===== config.mk =====
export PLATFORM = sky130hd
export DESIGN_NAME = bimodal_predictor
export DESIGN_NICKNAME = d
export VERILOG_FILES = /design/src/superscalar_fetch_pkg.sv /design/src/bimodal_predictor.sv
export SDC_FILE = /design/constraint.sdc
export NUM_CORES = 1
export LEC_CHECK = 0
export ABC_AREA = 1
export BUFFER_PORTS_ARGS = -buffer_cell sky130_fd_sc_hd__buf_4
export CAP_MARGIN = 20
export CORE_MARGIN = 3
export CORE_UTILIZATION = 60
export DETAILED_ROUTE_END_ITERATION = 8
export PLACE_DENSITY_LB_ADDON = 0.3
export SLEW_MARGIN = 20
export SYNTH_ARGS = -nofsm -noshare
export SYNTH_HDL_FRONTEND = slang
export SYNTH_SLANG_ARGS = --single-unit

===== constraint.sdc =====
create_clock -name clock -period 3.75 [get_ports clock]
set_input_delay 0.375 -clock clock [delete_from_list [all_inputs] [get_ports clock]]
set_output_delay 0.375 -clock clock [all_outputs]
set_load 0.01 [all_outputs]

===== src/superscalar_fetch_pkg.sv =====
package superscalar_fetch_pkg;

    // group size, one fetch group per cycle
    localparam int fetch_width = 4;

    // instruction memory geometry, indexed by address bits 9:2
    localparam int mem_words = 256;

    // predictor uses bits 7:2, BTB uses bits 5:2 for index and 15:6 for tag
    localparam int bp_entries  = 64;
    localparam int btb_entries = 16;

    // instruction buffer size in packets
    localparam int buffer_depth = 8;

    // RV32 major opcodes that steer fetch
    localparam logic [6:0] opcode_branch = 7'b1100011;
    localparam logic [6:0] opcode_jal    = 7'b1101111;
    localparam logic [6:0] opcode_jalr   = 7'b1100111;

    // count of instructions, 0 up to fetch_width
    typedef logic [2:0] count_t;

    // byte address and raw instruction word
    typedef logic [31:0] addr_t;
    typedef logic [31:0] inst_t;

    // table indices and tags
    typedef logic [7:0] mem_index_t;
    typedef logic [5:0] bp_index_t;
    typedef logic [3:0] btb_index_t;
    typedef logic [9:0] btb_tag_t;

    // two-bit saturating counter, taken when msb set
    typedef logic [1:0] counter_t;

    // buffer pointer wraps naturally, occupancy needs one more bit
    typedef logic [$clog2(buffer_depth)-1:0] buffer_ptr_t;
    typedef logic [$clog2(buffer_depth):0]   occupancy_t;

    // one fetched instruction as stored in the buffer
    typedef struct packed {
        inst_t inst;
        addr_t pc;
        logic  predict_taken;
        addr_t predicted_pc;
        logic  is_jump;
    } fetch_packet_t;

    // branch outcome coming back from the back end
    typedef struct packed {
        logic  valid;
        addr_t pc;
        logic  taken;
        addr_t target;
    } resolve_t;

endpackage


===== src/bimodal_predictor.sv =====
`timescale 1ns/1ps

module bimodal_predictor
    import superscalar_fetch_pkg::*;
(
    input  logic                         clock,
    input  logic                         reset,
    input  addr_t  [fetch_width-1:0]     pcs,
    input  resolve_t                     resolve,
    output logic   [fetch_width-1:0]     taken
);

    // one two-bit counter per table slot
    counter_t counters [bp_entries];

    bp_index_t update_index;
    counter_t  update_old;
    counter_t  update_new;

    assign update_index = resolve.pc[7:2];
    assign update_old   = counters[update_index];

    // saturate at 0 and 3
    always_comb begin
        update_new = update_old;
        if (resolve.taken) begin
            if (update_old != 2'b11) begin
                update_new = update_old + 2'b01;
            end
        end else begin
            if (update_old != 2'b00) begin
                update_new = update_old - 2'b01;
            end
        end
    end

    always_ff @(posedge clock) begin
        if (reset) begin
            // every counter starts weakly not-taken
            for (int i = 0; i < bp_entries; i++) begin
                counters[i] <= 2'b01;
            end
        end else if (resolve.valid) begin
            counters[update_index] <= update_new;
        end
    end

    // msb of the counter is the prediction
    // reads see the pre-update value in the update cycle
    always_comb begin
        for (int i = 0; i < fetch_width; i++) begin
            taken[i] = counters[pcs[i][7:2]][1];
        end
    end

endmodule


==> results.cfg <==
[clock_network]
cts_buffers = 17
postCtsHoldBufs = 0
clk_path_buf_depth = 2
clk_pin_slew_worst_paths_ns = 0.05
cts_sinks = 128
cts_resized = 0
postCtsSetupBuffers = 0
htree_levels = 4
cts_tree = done
insertion_delay_ns = 0.43
ctsRootBufferMaster = clkbuf_16

[grt]
grt_overflow_total = 0
groute.usage.overall_pct = 33.7
first_global_vias = 8444
grt_pass1_wl_mm = 44.1
antenna_found_initial = 0
grt_max_degree = 78

[power_and_ir_drop]
pwr-share-comb_pct = 16.4
power_density_nw_per_um2 = 400
power.clock.fraction_pct = 42.9
p_seq_share_pct = 40.7
switching_power_uw = 1150
p_int_uw = 2910
switching_share_pct = 28.4
ir_worst_vdd_mv = 0.258
p_leak_uw = 0.00391

[finish]
fill_cells = 1271
drive_above_1_share_pct = 7.06
antennaDiodeCount = 0
layout_common_cells = nand2_1, nor2_1, o21ai_0, edfxtp_1, inv_1
multi_input_area_um2 = 4560
largest-register = counters
mostFrequentLayoutCell = nand2_1
finalNetCount = 1528
reg_top3 = counters x128
regArea_um2 = 3840
largest_reg_flops = 128
area_growth_pct = 8.05

[drt]
routedWlPerCell_um = 18.6
ant_nets = 0
drt_iter0_markers = 1432
route.detailed.drc = 0
wl_mm = 29.0
dr_total_vias = 9559
dr.pass1.iters = 6
via_per_inst = 6.14

[sta]
fmax_mhz = 353
fin_crit_sh_pct = 75.6
period_needed_ns = 2.83
rsz0062_at_grt = false
final_hold_viol_count = 0
finalMaxSlewViolations = 0
worst_slew_pin_slew_ns = 0.763
tns_ns = 0
setup_violations = 0
worst_clock_skew_ns = 0.00906
worst_slack_ns = 0.916
slew_headroom_pct = 49.1

[critical_path]
end_kind = primary output
worst-path-max-fanout = 39
r2r-start = counters[34][1]$_SDFFCE_PN0P_
crit_start = pcs[2]
arrival_ns = 2.46
required_ns = 3.38
worstSetupStartpointType = input pin
crit_type = input pin to primary output

[synth]
synth_nets = 1554
synth-adder-area-share_pct = 0
synth.avg_cell_area_um2 = 6.91
synth_top_area_cell = edfxtp_1
synth_cell_types = 29
yosys_warnings = 0
synthesis.instances = 1358
yosys.area_share.simple_pct = 32.3
synth.top_cell.area_share_pct = 40.9
synth_top_family_by_area = simple AND/OR/NAND/NOR gates
synth_xor_area_share_pct = 0
synth_seq_cells = 128
ys_top_cells_by_area = edfxtp_1, nand2_1, nor2_1
synth_mux_area_share_pct = 0
synth_compound_area_share_pct = 16.2
seq_area_frac_synth_pct = 40.9
synth_area_um2 = 9390

[place]
gp_congestion = 1.01
place_ws_ns = 0.716
dpl.hpwl_mm = 18.8
port_buffers = 37

[hold_path]
hold_class = input pin to flip-flop
hp-start = resolve[39]

[floorplanning]
die_w_um = 131
dieArea_um2 = 17200
io_pins = 200
initial_core_util_pct = 61.5
die_h_um = 131
core-area_um2 = 15300
rows = 45

[job]
maxCapViolCount = 0

[outcome]
status = finished, final reports clean
==> final cells by class <==
class / instances / area share [%]
tap: 211 / 2.60
inverter: 130 / 4.81
timing repair buffer: 43 / 3.68
multi-input combinational: 1012 / 44.9
clock inverter: 14 / 1.89
clock buffer: 18 / 4.23
sequential: 128 / 37.9
==> cell families (layout without fill, tap and decap cells) <==
logic type / count (synthesis) / in the layout
buffers and inverters: 218 / 205
flip-flops: 128 / 128
AND/OR/NAND/NOR: 745 / 745
AO/OA/AOI/OAI: 267 / 267
==> critical path, stage by stage <==
cell and delay (ns):
buf_4 0.31, clkinv_1 0.60, nor2_1 0.24, o21ai_0 0.12, o21ai_0 0.17, nor2_1 0.05
o21ai_0 0.21, nand2_1 0.09, nand2_1 0.06, nand2_1 0.07, buf_4 0.15
==> power groups by stage <==
stage	Sequential [uW]	Clock (uW)	Combinational (uW)
after global placement	1680	0	636
after detailed placement	1680	0	644
final	1650	1740	665
after CTS	1650	1730	648
after global routing	1650	1800	724
after floorplan	1660	0	502
==> metal layers <==
layer / routed length, um / GRT usage (%)
met1: 10900 / 45.7
met2: 13200 / 53.1
met3: 3740 / 7.29
met4: 1130 / 13.2
met5: 0 / 0
==> cells in the mapped netlist (all sizes together) <==
cell and n:
o211ai 45, inv 129, a21oi 34, nor2 257, nand4 1, o21ai 156
clkinv 1, o22ai 20, buf 41, nor3 4, nand3b 4, clkbuf 47
nand2 370, nand3 105, edfxtp 128, or2 4, o221ai 12
==> final timing paths <==
| kind | slack (ns) | cells after the start | to |
|---|---|---|---|
| setup / recovery | 0.92 | 11 | taken[0] |
| setup reg to reg | 1.28 | 11 | counters[19][1]$_SDFFCE_PN0P_ |
| hold reg to reg | 1.40 | 9 | counters[51][0]$_SDFFCE_PN1P_ |
| hold / removal | 0.46 | 5 | counters[36][0]$_SDFFCE_PN1P_ |
==> through the flow <==
| stage | hold slack [ns] | power, uW | cell area, um2 | util, % | std cells |
|---|---|---|---|---|---|
| finish | 0.462 | 4060 | 10100 | 66.5 | 1556 |
| global route | 0.506 | 4180 | 10100 | 66.5 | 1556 |
| CTS | 0.448 | 4030 | 10100 | 66.5 | 1556 |
| detailed placement | 0.880 | 2320 | 9520 | 62.4 | 1524 |
| global placement | 0.881 | 2310 | 9520 | 62.4 | 1524 |
| floorplan | 0.697 | 2160 | 9390 | - | 1358 |
Power figures use the tool's default switching activity.
