--- src/superscalar_fetch_pkg.sv ---
package superscalar_fetch_pkg;

    // group size, one fetch group per cycle
    localparam int fetch_width = 4;

    // instruction memory geometry, indexed by address bits 9:2
    localparam int mem_words = 256;

    // predictor uses bits 7:2, BTB uses bits 5:2 for index and 15:6 for tag
    localparam int bp_entries  = 64;
    localparam int btb_entries = 16;

    // instruction buffer size in packets
    localparam int buffer_depth = 8;

    // RV32 major opcodes that steer fetch
    localparam logic [6:0] opcode_branch = 7'b1100011;
    localparam logic [6:0] opcode_jal    = 7'b1101111;
    localparam logic [6:0] opcode_jalr   = 7'b1100111;

    // count of instructions, 0 up to fetch_width
    typedef logic [2:0] count_t;

    // byte address and raw instruction word
    typedef logic [31:0] addr_t;
    typedef logic [31:0] inst_t;

    // table indices and tags
    typedef logic [7:0] mem_index_t;
    typedef logic [5:0] bp_index_t;
    typedef logic [3:0] btb_index_t;
    typedef logic [9:0] btb_tag_t;

    // two-bit saturating counter, taken when msb set
    typedef logic [1:0] counter_t;

    // buffer pointer wraps naturally, occupancy needs one more bit
    typedef logic [$clog2(buffer_depth)-1:0] buffer_ptr_t;
    typedef logic [$clog2(buffer_depth):0]   occupancy_t;

    // one fetched instruction as stored in the buffer
    typedef struct packed {
        inst_t inst;
        addr_t pc;
        logic  predict_taken;
        addr_t predicted_pc;
        logic  is_jump;
    } fetch_packet_t;

    // branch outcome coming back from the back end
    typedef struct packed {
        logic  valid;
        addr_t pc;
        logic  taken;
        addr_t target;
    } resolve_t;

endpackage

--- src/branch_target_buffer.sv ---
`timescale 1ns/1ps

module branch_target_buffer
    import superscalar_fetch_pkg::*;
(
    input  logic                         clock,
    input  logic                         reset,
    input  addr_t  [fetch_width-1:0]     pcs,
    input  resolve_t                     resolve,
    output logic   [fetch_width-1:0]     hits,
    output addr_t  [fetch_width-1:0]     targets
);

    // direct mapped with one entry per index
    logic [btb_entries-1:0] entry_valid;
    btb_tag_t entry_tag    [btb_entries];
    addr_t    entry_target [btb_entries];

    btb_index_t write_index;
    btb_tag_t   write_tag;
    logic       write_enable;

    btb_index_t read_index [fetch_width];
    btb_tag_t   read_tag   [fetch_width];

    assign write_index  = resolve.pc[5:2];
    assign write_tag    = resolve.pc[15:6];
    // only taken outcomes carry a target worth remembering
    assign write_enable = resolve.valid && resolve.taken;

    always_ff @(posedge clock) begin
        if (reset) begin
            entry_valid <= '0;
        end else if (write_enable) begin
            entry_valid[write_index] <= 1'b1;
        end
    end

    // tag and target only count where entry_valid is set
    always_ff @(posedge clock) begin
        if (write_enable) begin
            entry_tag[write_index]    <= write_tag;
            entry_target[write_index] <= resolve.target;
        end
    end

    // lookup for all four slots
    always_comb begin
        for (int i = 0; i < fetch_width; i++) begin
            read_index[i] = pcs[i][5:2];
            read_tag[i]   = pcs[i][15:6];
            hits[i]       = entry_valid[read_index[i]]
                            && (entry_tag[read_index[i]] == read_tag[i]);
            targets[i]    = entry_target[read_index[i]];
        end
    end

endmodule

--- config.mk ---
export PLATFORM = sky130hd
export DESIGN_NAME = branch_target_buffer
export DESIGN_NICKNAME = d
export VERILOG_FILES = /design/src/superscalar_fetch_pkg.sv /design/src/branch_target_buffer.sv
export SDC_FILE = /design/constraint.sdc
export NUM_CORES = 1
export LEC_CHECK = 0
export BUFFER_PORTS_ARGS = -buffer_cell sky130_fd_sc_hd__buf_2
export CAP_MARGIN = 20
export CORE_ASPECT_RATIO = 1.4
export CORE_MARGIN = 2
export CORE_UTILIZATION = 36
export DETAILED_ROUTE_END_ITERATION = 8
export GPL_TIMING_DRIVEN = 0
export REMOVE_ABC_BUFFERS = 1
export SLEW_MARGIN = 20
export SYNTH_ARGS = -nofsm -noshare
export SYNTH_HDL_FRONTEND = slang
export SYNTH_SLANG_ARGS = --single-unit
--- constraint.sdc ---
create_clock -name clock -period 13.38 [get_ports clock]
set_clock_uncertainty 0.2 [all_clocks]
set_input_delay 1.338 -clock clock [delete_from_list [all_inputs] [get_ports clock]]
set_output_delay 1.338 -clock clock [all_outputs]
set_load 0.01 [all_outputs]
==> results.txt <==
Outcome = complete, no violations
Final Wtd Congestion = 0.848
Gr usage total = 0.234
Routed wire length = 140000 µm
Post-Syn Area per Cell = 20.3 µm²
Hold Fails Final Rpt = 0
RSZ-0062 raised after global routing = no
FF-to-FF path depth = 1
First-pass GRT wire length = 201000 µm
Critical Path Max Stage Delay = 0.59 ns
Max Buffers Root-to-Sink = 3
Ys async rst share = 0
Startpoint types = input pin
HP Start = entry_valid[0]
DIE WIDTH = 294 µm
NetSw = 1.28 mW
Worst rel slew slack = 0.344
Distinct cells, synth = 60
Share of cells above drive strength 1 = 0.539
P_leak = 15.6 nW
Hold slack = 0.326 ns
Critical R2R Launch = entry_valid[6]
Ys flop type = edfxtp_1
Largest area contributor in the netlist = edfxtp_1
Total congestion overflow = 0
Min Tclk post-route = 6.18 ns
Least-Margin Pin Slew = 0.981 ns
Synth area leaders = edfxtp_1, mux4_2, mux2i_1
CP arrival = 4.64 ns
Worst reg2reg setup slack = 12.51 ns
Detailed Route Iter0 Violations = 2766
Min-delay worst type = register to register
Setup Buffers After CTS = 0
Final setup violation count = 0
Post-Syn Area = 0.0425 mm²
Syn Inst Count = 2097
CTS Sinks = 688
Post-DP HPWL = 93700 µm
Cells on Worst Hold Path = 2
WP data required = 11.84 ns
CP Buf/Inv Count = 3
CP max FO = 68
Post-synthesis register bit count = 688
Post-CTS sizing = 0
Synth top area share = 0.475
Cell Pwr Density = 107 mW/mm²
Root Buffer = clkbuf_16
CTS tree = yes
Cts bufs inserted = 68
Initial antenna violation count = 25
Vias/cell = 6.58
Fillers = 10200
Sequential power share = 0.456
YS warnings = 0
DR pass1 iterations = 5
Slowest-stage cell, CP = nor4_1
Standard-cell rows = 149
Later-pin clock latency in the skew report = 0.64 ns
Total Neg Setup Slack = 0 ns
Initial Util = 0.362
Worst Hold Endpoint = entry_valid[0]
Reg area = 0.0205 mm²
# IOs = 328
Maximum vdd ir drop = 0.0720 mV
Via count = 25500
Clock H-tree levels = 3
Number of buffers added on ports = 237
EDFF count, synth = 672
Crit-path cells = buf_8, buf_16, mux4_2, mux2i_1, xnor2_1, nor3_1, a22oi_1, nor4_1, buf_2
Fmax = 0.162 GHz
Clk pin slew, worst setup/hold paths = 0.06 ns
CP endpoint kind = output port
Comb power frac = 0.148
Pins Over Slew Limit = 0
Start point of the critical path = pcs[67]
Largest net degree at the start of global routing = 69
Critical path type = input pin to output port
Sw frac = 0.243
Core area = 0.117 mm²
Vias in the first global route = 26900
# DRC = 0
Seq/Total Area, Yosys = 0.482
Area occupied by multi-input gates = 0.0211 mm²
Hold_buf cts = 0
Post-route ant nets = 0
Layout Area Growth over Synthesis = 16.0%
Most frequent cells after synthesis = mux4_2, edfxtp_1, buf_2
Post-DR wirelength/cell = 36.1 µm
Period utilisation layout = 0.462
R2r endpoint = entry_valid[6]
Internal = 4.01 mW
Die Y = 411 µm
Most common cell in the netlist = mux4_2
Die area = 0.121 mm²
Clock power share = 0.396
# Max-Cap Violations = 0
Cell family with most CP delay = simple AND/OR/NAND/NOR gates
Fin nets = 2501
power by group through the flow:
| stage | combinational, mW | sequential, mW | clock, mW |
|---|---|---|---|
| after CTS | 0.794 | 2.41 | 2.14 |
| after detailed placement | 0.791 | 2.46 | 0 |
| after global routing | 0.824 | 2.41 | 2.20 |
| after global placement | 0.837 | 2.46 | 0 |
| final | 0.785 | 2.41 | 2.10 |
| after floorplan | 0.395 | 2.45 | 0 |
final cells by class:
class,count,share of cell area
Clock inverter,29,0.00974
Tap cell,1510,0.0383
Timing Repair Buffer,344,0.0696
Multi-Input combinational cell,1195,0.428
Inverter,8,0.000710
Sequential cell,688,0.415
Antenna cell,11,0.000558
Clock buffer,91,0.0381
per-stage QoR:
stage,cells,instance area [µm²],utilization,total power [mW],setup slack (ns)
after floorplan,1891,41500,-,2.85,7.99
after global placement,3638,44600,0.380,3.29,1.75
after global routing,3868,49300,0.420,5.44,7.05
final,3876,49300,0.420,5.29,7.20
after CTS,3865,49300,0.420,5.34,7.23
after detailed placement,3745,47000,0.400,3.25,7.23
flip-flops by register name, summed over array words and instances (netlist names):
| signal | count |
|---|---|
| entry_tag | 160 |
| entry_valid | 16 |
| entry_target | 512 |
cells by family after synthesis:
logic type	Yosys count	synth area share
compound gates	78	0.0135
xor+xnor	62	0.0128
simple gates	144	0.0178
flops	688	0.482
buf+inv	214	0.0244
mux	911	0.449
layout by cell type (no fill, tap or decap), types with 16 or more instances in the layout:
cell type and instances:
xor2_1 21, mux4_2 782, buf_6 16, nor2_1 39, buf_12 20, mux2i_1 97, buf_4 25, clkbuf_16 71
buf_16 51, mux2_2 21, dfxtp_1 16, buf_2 222, clkbuf_1 17, nand2_1 19, xnor2_1 41, edfxtp_1 672
metal layers:
| layer | vias up | part of all wire | wire (µm) | track usage |
|---|---|---|---|---|
| met5 | - | 0.00094 | 132 | 0 |
| met4 | 22 | 0.045 | 6250 | 0.101 |
| met3 | 298 | 0.080 | 11200 | 0.0416 |
| met2 | 1324 | 0.50 | 69600 | 0.386 |
| met1 | 13800 | 0.38 | 52600 | 0.304 |
| li1 | 10000 | - | - | - |
worst max-delay path by stage:
stage / slack [ns] / cells after the start / end
5_1_grt: 7.05 / 9 / hits[2]
3_5_place_dp: 7.23 / 9 / hits[2]
4_1_cts: 7.23 / 9 / hits[2]
2_1_floorplan: 7.99 / 2 / entry_tag[0][0]
3_3_place_gp: 1.75 / 8 / hits[3]
6_report: 7.20 / 9 / hits[2]
(Power assumes the default switching activity.)
