<file path="src/superscalar_fetch_pkg.sv">
package superscalar_fetch_pkg;

    // group size, one fetch group per cycle
    localparam int fetch_width = 4;

    // instruction memory geometry, indexed by address bits 9:2
    localparam int mem_words = 256;

    // predictor uses bits 7:2, BTB uses bits 5:2 for index and 15:6 for tag
    localparam int bp_entries  = 64;
    localparam int btb_entries = 16;

    // instruction buffer size in packets
    localparam int buffer_depth = 8;

    // RV32 major opcodes that steer fetch
    localparam logic [6:0] opcode_branch = 7'b1100011;
    localparam logic [6:0] opcode_jal    = 7'b1101111;
    localparam logic [6:0] opcode_jalr   = 7'b1100111;

    // count of instructions, 0 up to fetch_width
    typedef logic [2:0] count_t;

    // byte address and raw instruction word
    typedef logic [31:0] addr_t;
    typedef logic [31:0] inst_t;

    // table indices and tags
    typedef logic [7:0] mem_index_t;
    typedef logic [5:0] bp_index_t;
    typedef logic [3:0] btb_index_t;
    typedef logic [9:0] btb_tag_t;

    // two-bit saturating counter, taken when msb set
    typedef logic [1:0] counter_t;

    // buffer pointer wraps naturally, occupancy needs one more bit
    typedef logic [$clog2(buffer_depth)-1:0] buffer_ptr_t;
    typedef logic [$clog2(buffer_depth):0]   occupancy_t;

    // one fetched instruction as stored in the buffer
    typedef struct packed {
        inst_t inst;
        addr_t pc;
        logic  predict_taken;
        addr_t predicted_pc;
        logic  is_jump;
    } fetch_packet_t;

    // branch outcome coming back from the back end
    typedef struct packed {
        logic  valid;
        addr_t pc;
        logic  taken;
        addr_t target;
    } resolve_t;

endpackage

</file>
<file path="src/fetch_stage.sv">
`timescale 1ns/1ps

module fetch_stage
    import superscalar_fetch_pkg::*;
(
    input  logic                                 clock,
    input  logic                                 reset,
    input  logic                                 restore_valid,
    input  addr_t                                restore_pc,
    input  inst_t          [fetch_width-1:0]     insts,
    input  logic           [fetch_width-1:0]     miss,
    input  logic           [fetch_width-1:0]     taken,
    input  logic           [fetch_width-1:0]     hits,
    input  addr_t          [fetch_width-1:0]     targets,
    input  count_t                               spots,
    output addr_t          [fetch_width-1:0]     pcs,
    output fetch_packet_t  [fetch_width-1:0]     packets,
    output count_t                               valid_count
);

    addr_t pc_reg;
    addr_t base_pc;
    addr_t next_pc;

    // one extra entry gives the fall-through pc past the last slot
    addr_t [fetch_width:0] group_pcs;

    logic [fetch_width-1:0] is_branch;
    logic [fetch_width-1:0] is_jump;
    logic [fetch_width-1:0] redirect;
    logic [fetch_width-1:0] stop;

    count_t     cut;
    logic [1:0] last_slot;

    // restore overrides the held pc for this cycle's group
    assign base_pc = restore_valid ? restore_pc : pc_reg;

    always_comb begin
        for (int i = 0; i <= fetch_width; i++) begin
            group_pcs[i] = base_pc + addr_t'(4 * i);
        end
    end

    assign pcs = group_pcs[fetch_width-1:0];

    // light predecode on the opcode field
    always_comb begin
        for (int i = 0; i < fetch_width; i++) begin
            is_branch[i] = (insts[i][6:0] == opcode_branch);
            is_jump[i]   = (insts[i][6:0] == opcode_jal)
                           || (insts[i][6:0] == opcode_jalr);
            // predictor taken bit only counts on a real branch
            redirect[i]  = (is_branch[i] && taken[i]) || is_jump[i];
        end
    end

    // a slot stops the group if it missed or the slot before it redirects
    assign stop = miss | (redirect << 1);

    // lowest set bit of stop is the cut and none set means a full group
    always_comb begin
        cut = count_t'(fetch_width);
        for (int i = fetch_width - 1; i >= 0; i--) begin
            if (stop[i]) begin
                cut = count_t'(i);
            end
        end
    end

    // buffer space limits the group further
    assign valid_count = (cut <= spots) ? cut : spots;

    // build all four packets and let the buffer take the first valid_count
    always_comb begin
        for (int i = 0; i < fetch_width; i++) begin
            packets[i].inst          = insts[i];
            packets[i].pc            = group_pcs[i];
            packets[i].predict_taken = redirect[i];
            packets[i].predicted_pc  = hits[i] ? targets[i] : group_pcs[i+1];
            packets[i].is_jump       = is_jump[i];
        end
    end

    // slot index of the last kept instruction, only used when valid_count is nonzero
    assign last_slot = valid_count[1:0] - 2'd1;

    // follow the prediction of the last kept slot or fall through
    always_comb begin
        if ((valid_count != '0) && redirect[last_slot]) begin
            next_pc = packets[last_slot].predicted_pc;
        end else begin
            next_pc = group_pcs[valid_count];
        end
    end

    always_ff @(posedge clock) begin
        if (reset) begin
            pc_reg <= '0;
        end else begin
            pc_reg <= next_pc;
        end
    end

    // never hand the buffer more than it offered
    fits_spots: assert property (
        @(posedge clock) disable iff (reset)
        valid_count <= spots
    );

endmodule

</file>
<file path="config.mk">
export PLATFORM = sky130hd
export DESIGN_NAME = fetch_stage
export DESIGN_NICKNAME = d
export VERILOG_FILES = /design/src/superscalar_fetch_pkg.sv /design/src/fetch_stage.sv
export SDC_FILE = /design/constraint.sdc
export NUM_CORES = 1
export LEC_CHECK = 0
export BUFFER_PORTS_ARGS = -buffer_cell sky130_fd_sc_hd__buf_2
export CORE_AREA = 4 4 316 318
export CTS_BUF_LIST = sky130_fd_sc_hd__clkbuf_8
export DETAILED_ROUTE_END_ITERATION = 12
export DIE_AREA = 0 0 320 322
export PLACE_DENSITY_LB_ADDON = 0.25
export SYNTH_ARGS = -nofsm -noshare
export SYNTH_HDL_FRONTEND = slang
export SYNTH_SLANG_ARGS = --single-unit
</file>
<file path="constraint.sdc">
create_clock -name clock -period 8.8 [get_ports clock]
set_input_delay 0 -clock clock [delete_from_list [all_inputs] [get_ports clock]]
set_output_delay 0 -clock clock [all_outputs]
set_load 0.1 [all_outputs]
</file>
==> results.yml <==
worst_setup_path:
  cp_slowest_cell: "ha_2"
  r2r_end: "pc_reg[26]"
  r2r_slack_ns: 4.33
  cp.arrival_ns: 5.96
  cp_top_family: "compound AO/OA/AOI/OAI gates"
  critical_path.startpoint: "taken[2]"
  cp.depth: 18
  critPathKind: "primary input to flip-flop"
  r2r_cells: 12
  cp.required_ns: 9.06
  crit_chain: "buf_2, nor2b_1, o211ai_1, inv_2, or4_1, nor2_1, ha_1, o21a_1, a211oi_1, a22o_2, buf_4, inv_2, ha_2, inv_1, nand2_1, o22ai_1, a211o_1, o22ai_1"
  r2r_start: "pc_reg[5]"
  cp-end-kind: "flip-flop"
  cpPeakStageDelay_ns: 0.95
  crit_end: "pc_reg[26]"
  critPathLaunchType: "primary input"
  worst-path-buf-inv: 5
  cp_max_fo: 32
final_layout:
  nets: 2029
  largest_reg_flops: 32
  instances_no_fill: 3002
  final_cell_area_um2: 12600
  syn_to_final_growth_pct: 30.3
  layout-drive-gt1-share: 0.460
route:
  dr_total_vias: 12100
  drtIter0Drc: 795
  viasPerCell: 4.03
  drtPass1Iterations: 6
  drc: 0
  wl_um: 88200
  routedWlPerCell_um: 29.4
  ant_nets: 0
timing:
  max-slew-margin-rel: 0.243
  setup_viol: 0
  fmax_ghz: 0.175
  worst_pin_slew_ns: 1.13
  skew_ns: 0.0192
  drv_slew: 0
  post-route-period-util: 0.648
  final_hold_viol_count: 0
  rsz0062_at_grt: "false"
  period_needed_ns: 5.70
  tns_ns: 0
clocking:
  post_cts_resized: 0
  cts-root-buf: "clkbuf_8"
  tritoncts: "built"
  htreeDepth: 2
  clockBufferDepth: 2
  clk_pin_slew_ns: 0.10
  cts.sinks: 32
  clkLatencyLatePin_ns: 0.33
  post-cts-setup-buffer-count: 0
  cts_hold_buf: 0
  cts_buffers: 5
floorplanning:
  core_um2: 96600
  die_area_um2: 103000
  die_x_um: 320
  ios: 829
  die_y_um: 322
  start_util: 0.100
  num_rows: 114
pwr:
  p_leak_nw: 5.72
  powerDensity_nw_per_um2: 311
  ir_drop_v: 0.000128
  total_power_mw: 3.93
synthesis:
  synth.most_common_cell: "buf_4"
  synthArstFlopShare: 0
  avgSynthCellArea_um2: 7.04
  synth_cell_types: 68
  synth_xor_area_frac: 0.0893
  synth_simple_gate_area_frac: 0.192
  synthMuxAreaShare: 0.146
  yosysTopAreaCell: "buf_4"
  synthFlopType: "dfxtp_1"
  netlist_instances: 1378
  synth_area_um2: 9690
  synth_fa_ha_area_frac: 0.0129
  synth_edf_count: 0
  synth_seq_cells: 32
  synth_commonest_cells: "267 x buf_4, 138 x nand2_1, 91 x xnor2_1"
  ys_top_cells_by_area: "buf_4 21%, xnor2_1 8.2%, mux2_2 7.1%, dfxtp_1 6.6%, nand2_1 5.3%"
  synth_top_area_share: 0.207
  ys_warn_count: 0
  synth_compound_gate_area_share: 0.224
  seq_area_frac_synth: 0.0661
  synth_top_family_by_area: "buffers and inverters"
  postSynthNetCount: 1694
worst_hold_path:
  min_from: "insts[74]"
  hold_path_class: "primary input to output port"
grt:
  grt_pass1_vias: 11700
  grt-ovfl-total: 0
  antenna_found_initial: 46
  grt_pass1_wl_um: 113000
  grt_max_degree: 74
  groute.usage.overall: 0.161
placement:
  dp_hpwl_um: 73300
  place_area_um2: 12500
  place.gp.congestion: 0.813
  portBuffers: 628
  post-place-cells: 2982
job:
  max-cap-violations: 0
run_status:
  status: "completed"
-- cells in the final DEF (no fill, tap or decap), types with 14 or more instances in the layout --
master,Yosys,final
a21oi_1,43,43
a22oi_1,16,15
buf_2,15,627
buf_4,267,49
dfxtp_1,32,32
inv_1,59,61
mux2_2,61,61
mux2i_1,37,34
mux4_2,14,14
nand2_1,138,137
nand3_1,45,45
nand3b_1,14,14
nand4_1,40,40
nor2_1,72,72
nor3_1,19,19
o211ai_1,18,18
o21ai_0,79,79
o22ai_1,28,28
o31ai_1,15,15
xnor2_1,91,91
-- routing by layer --
metal / global-route usage / routed length [um]
met1: 0.199 / 36700
met2: 0.277 / 42000
met3: 0.0535 / 7610
met4: 0.0274 / 1600
met5: 0 / 291
-- cell families after synthesis --
group	Yosys count
buffers and inverters	422
and+or+nand+nor	379
AOI/OAI and AO/OA	321
muxes	116
xor gates and xnor gates	98
DFF	32
adders and majority gates	10
-- power by group --
part | internal (mW) | switching [mW]
combinational | 0.519 | 3.05
sequential | 0.178 | 0.0435
clock | 0.0621 | 0.0823
-- metrics by stage --
stage / worst slack (ns) / util / hold slack (ns)
2_1_floorplan: 1.40 / - / 0.0662
4_1_cts: 2.94 / 0.130 / 0.000681
6_report: 3.10 / 0.131 / 0.0000386
3_3_place_gp: 2.78 / 0.130 / 0.000681
3_5_place_dp: 2.59 / 0.130 / 0.000681
5_1_grt: 2.77 / 0.131 / 0.000148
-- how the worst min path moves through the flow --
| stage | endpoint | slack [ns] | cells past startpoint |
|---|---|---|---|
| after global placement | packets[176] | 0.0007 | 0 |
| after CTS | packets[176] | 0.0007 | 0 |
| final | packets[272] | 0.00004 | 0 |
| after detailed placement | packets[176] | 0.0007 | 0 |
| after floorplan | pc_reg[29] | 0.07 | 1 |
| after global routing | packets[383] | 0.0001 | 0 |
-- layout make-up --
type	count	area (um^2)
fillers	11400	83900
clock buffers	6	82.6
flip-flops and latches	32	641
diodes	12	30.0
inverters	74	278
repair buffers	676	3510
multi-input cells	924	6490
well taps	1276	1600
clock inverters	2	7.51
-- worst register-to-register path, cell delays in order, from the launching register on --
cell and delay, ns:
dfxtp_1 0.40, mux2i_1 0.16, inv_1 0.28, ha_1 0.47, nand4_1 0.27, a222oi_1 0.41
buf_4 0.43, nand4_1 0.19, xnor2_1 0.88, mux2_2 0.38, o22ai_1 0.09, a211o_1 0.30
o22ai_1 0.15
Power figures use the tool's default switching activity.
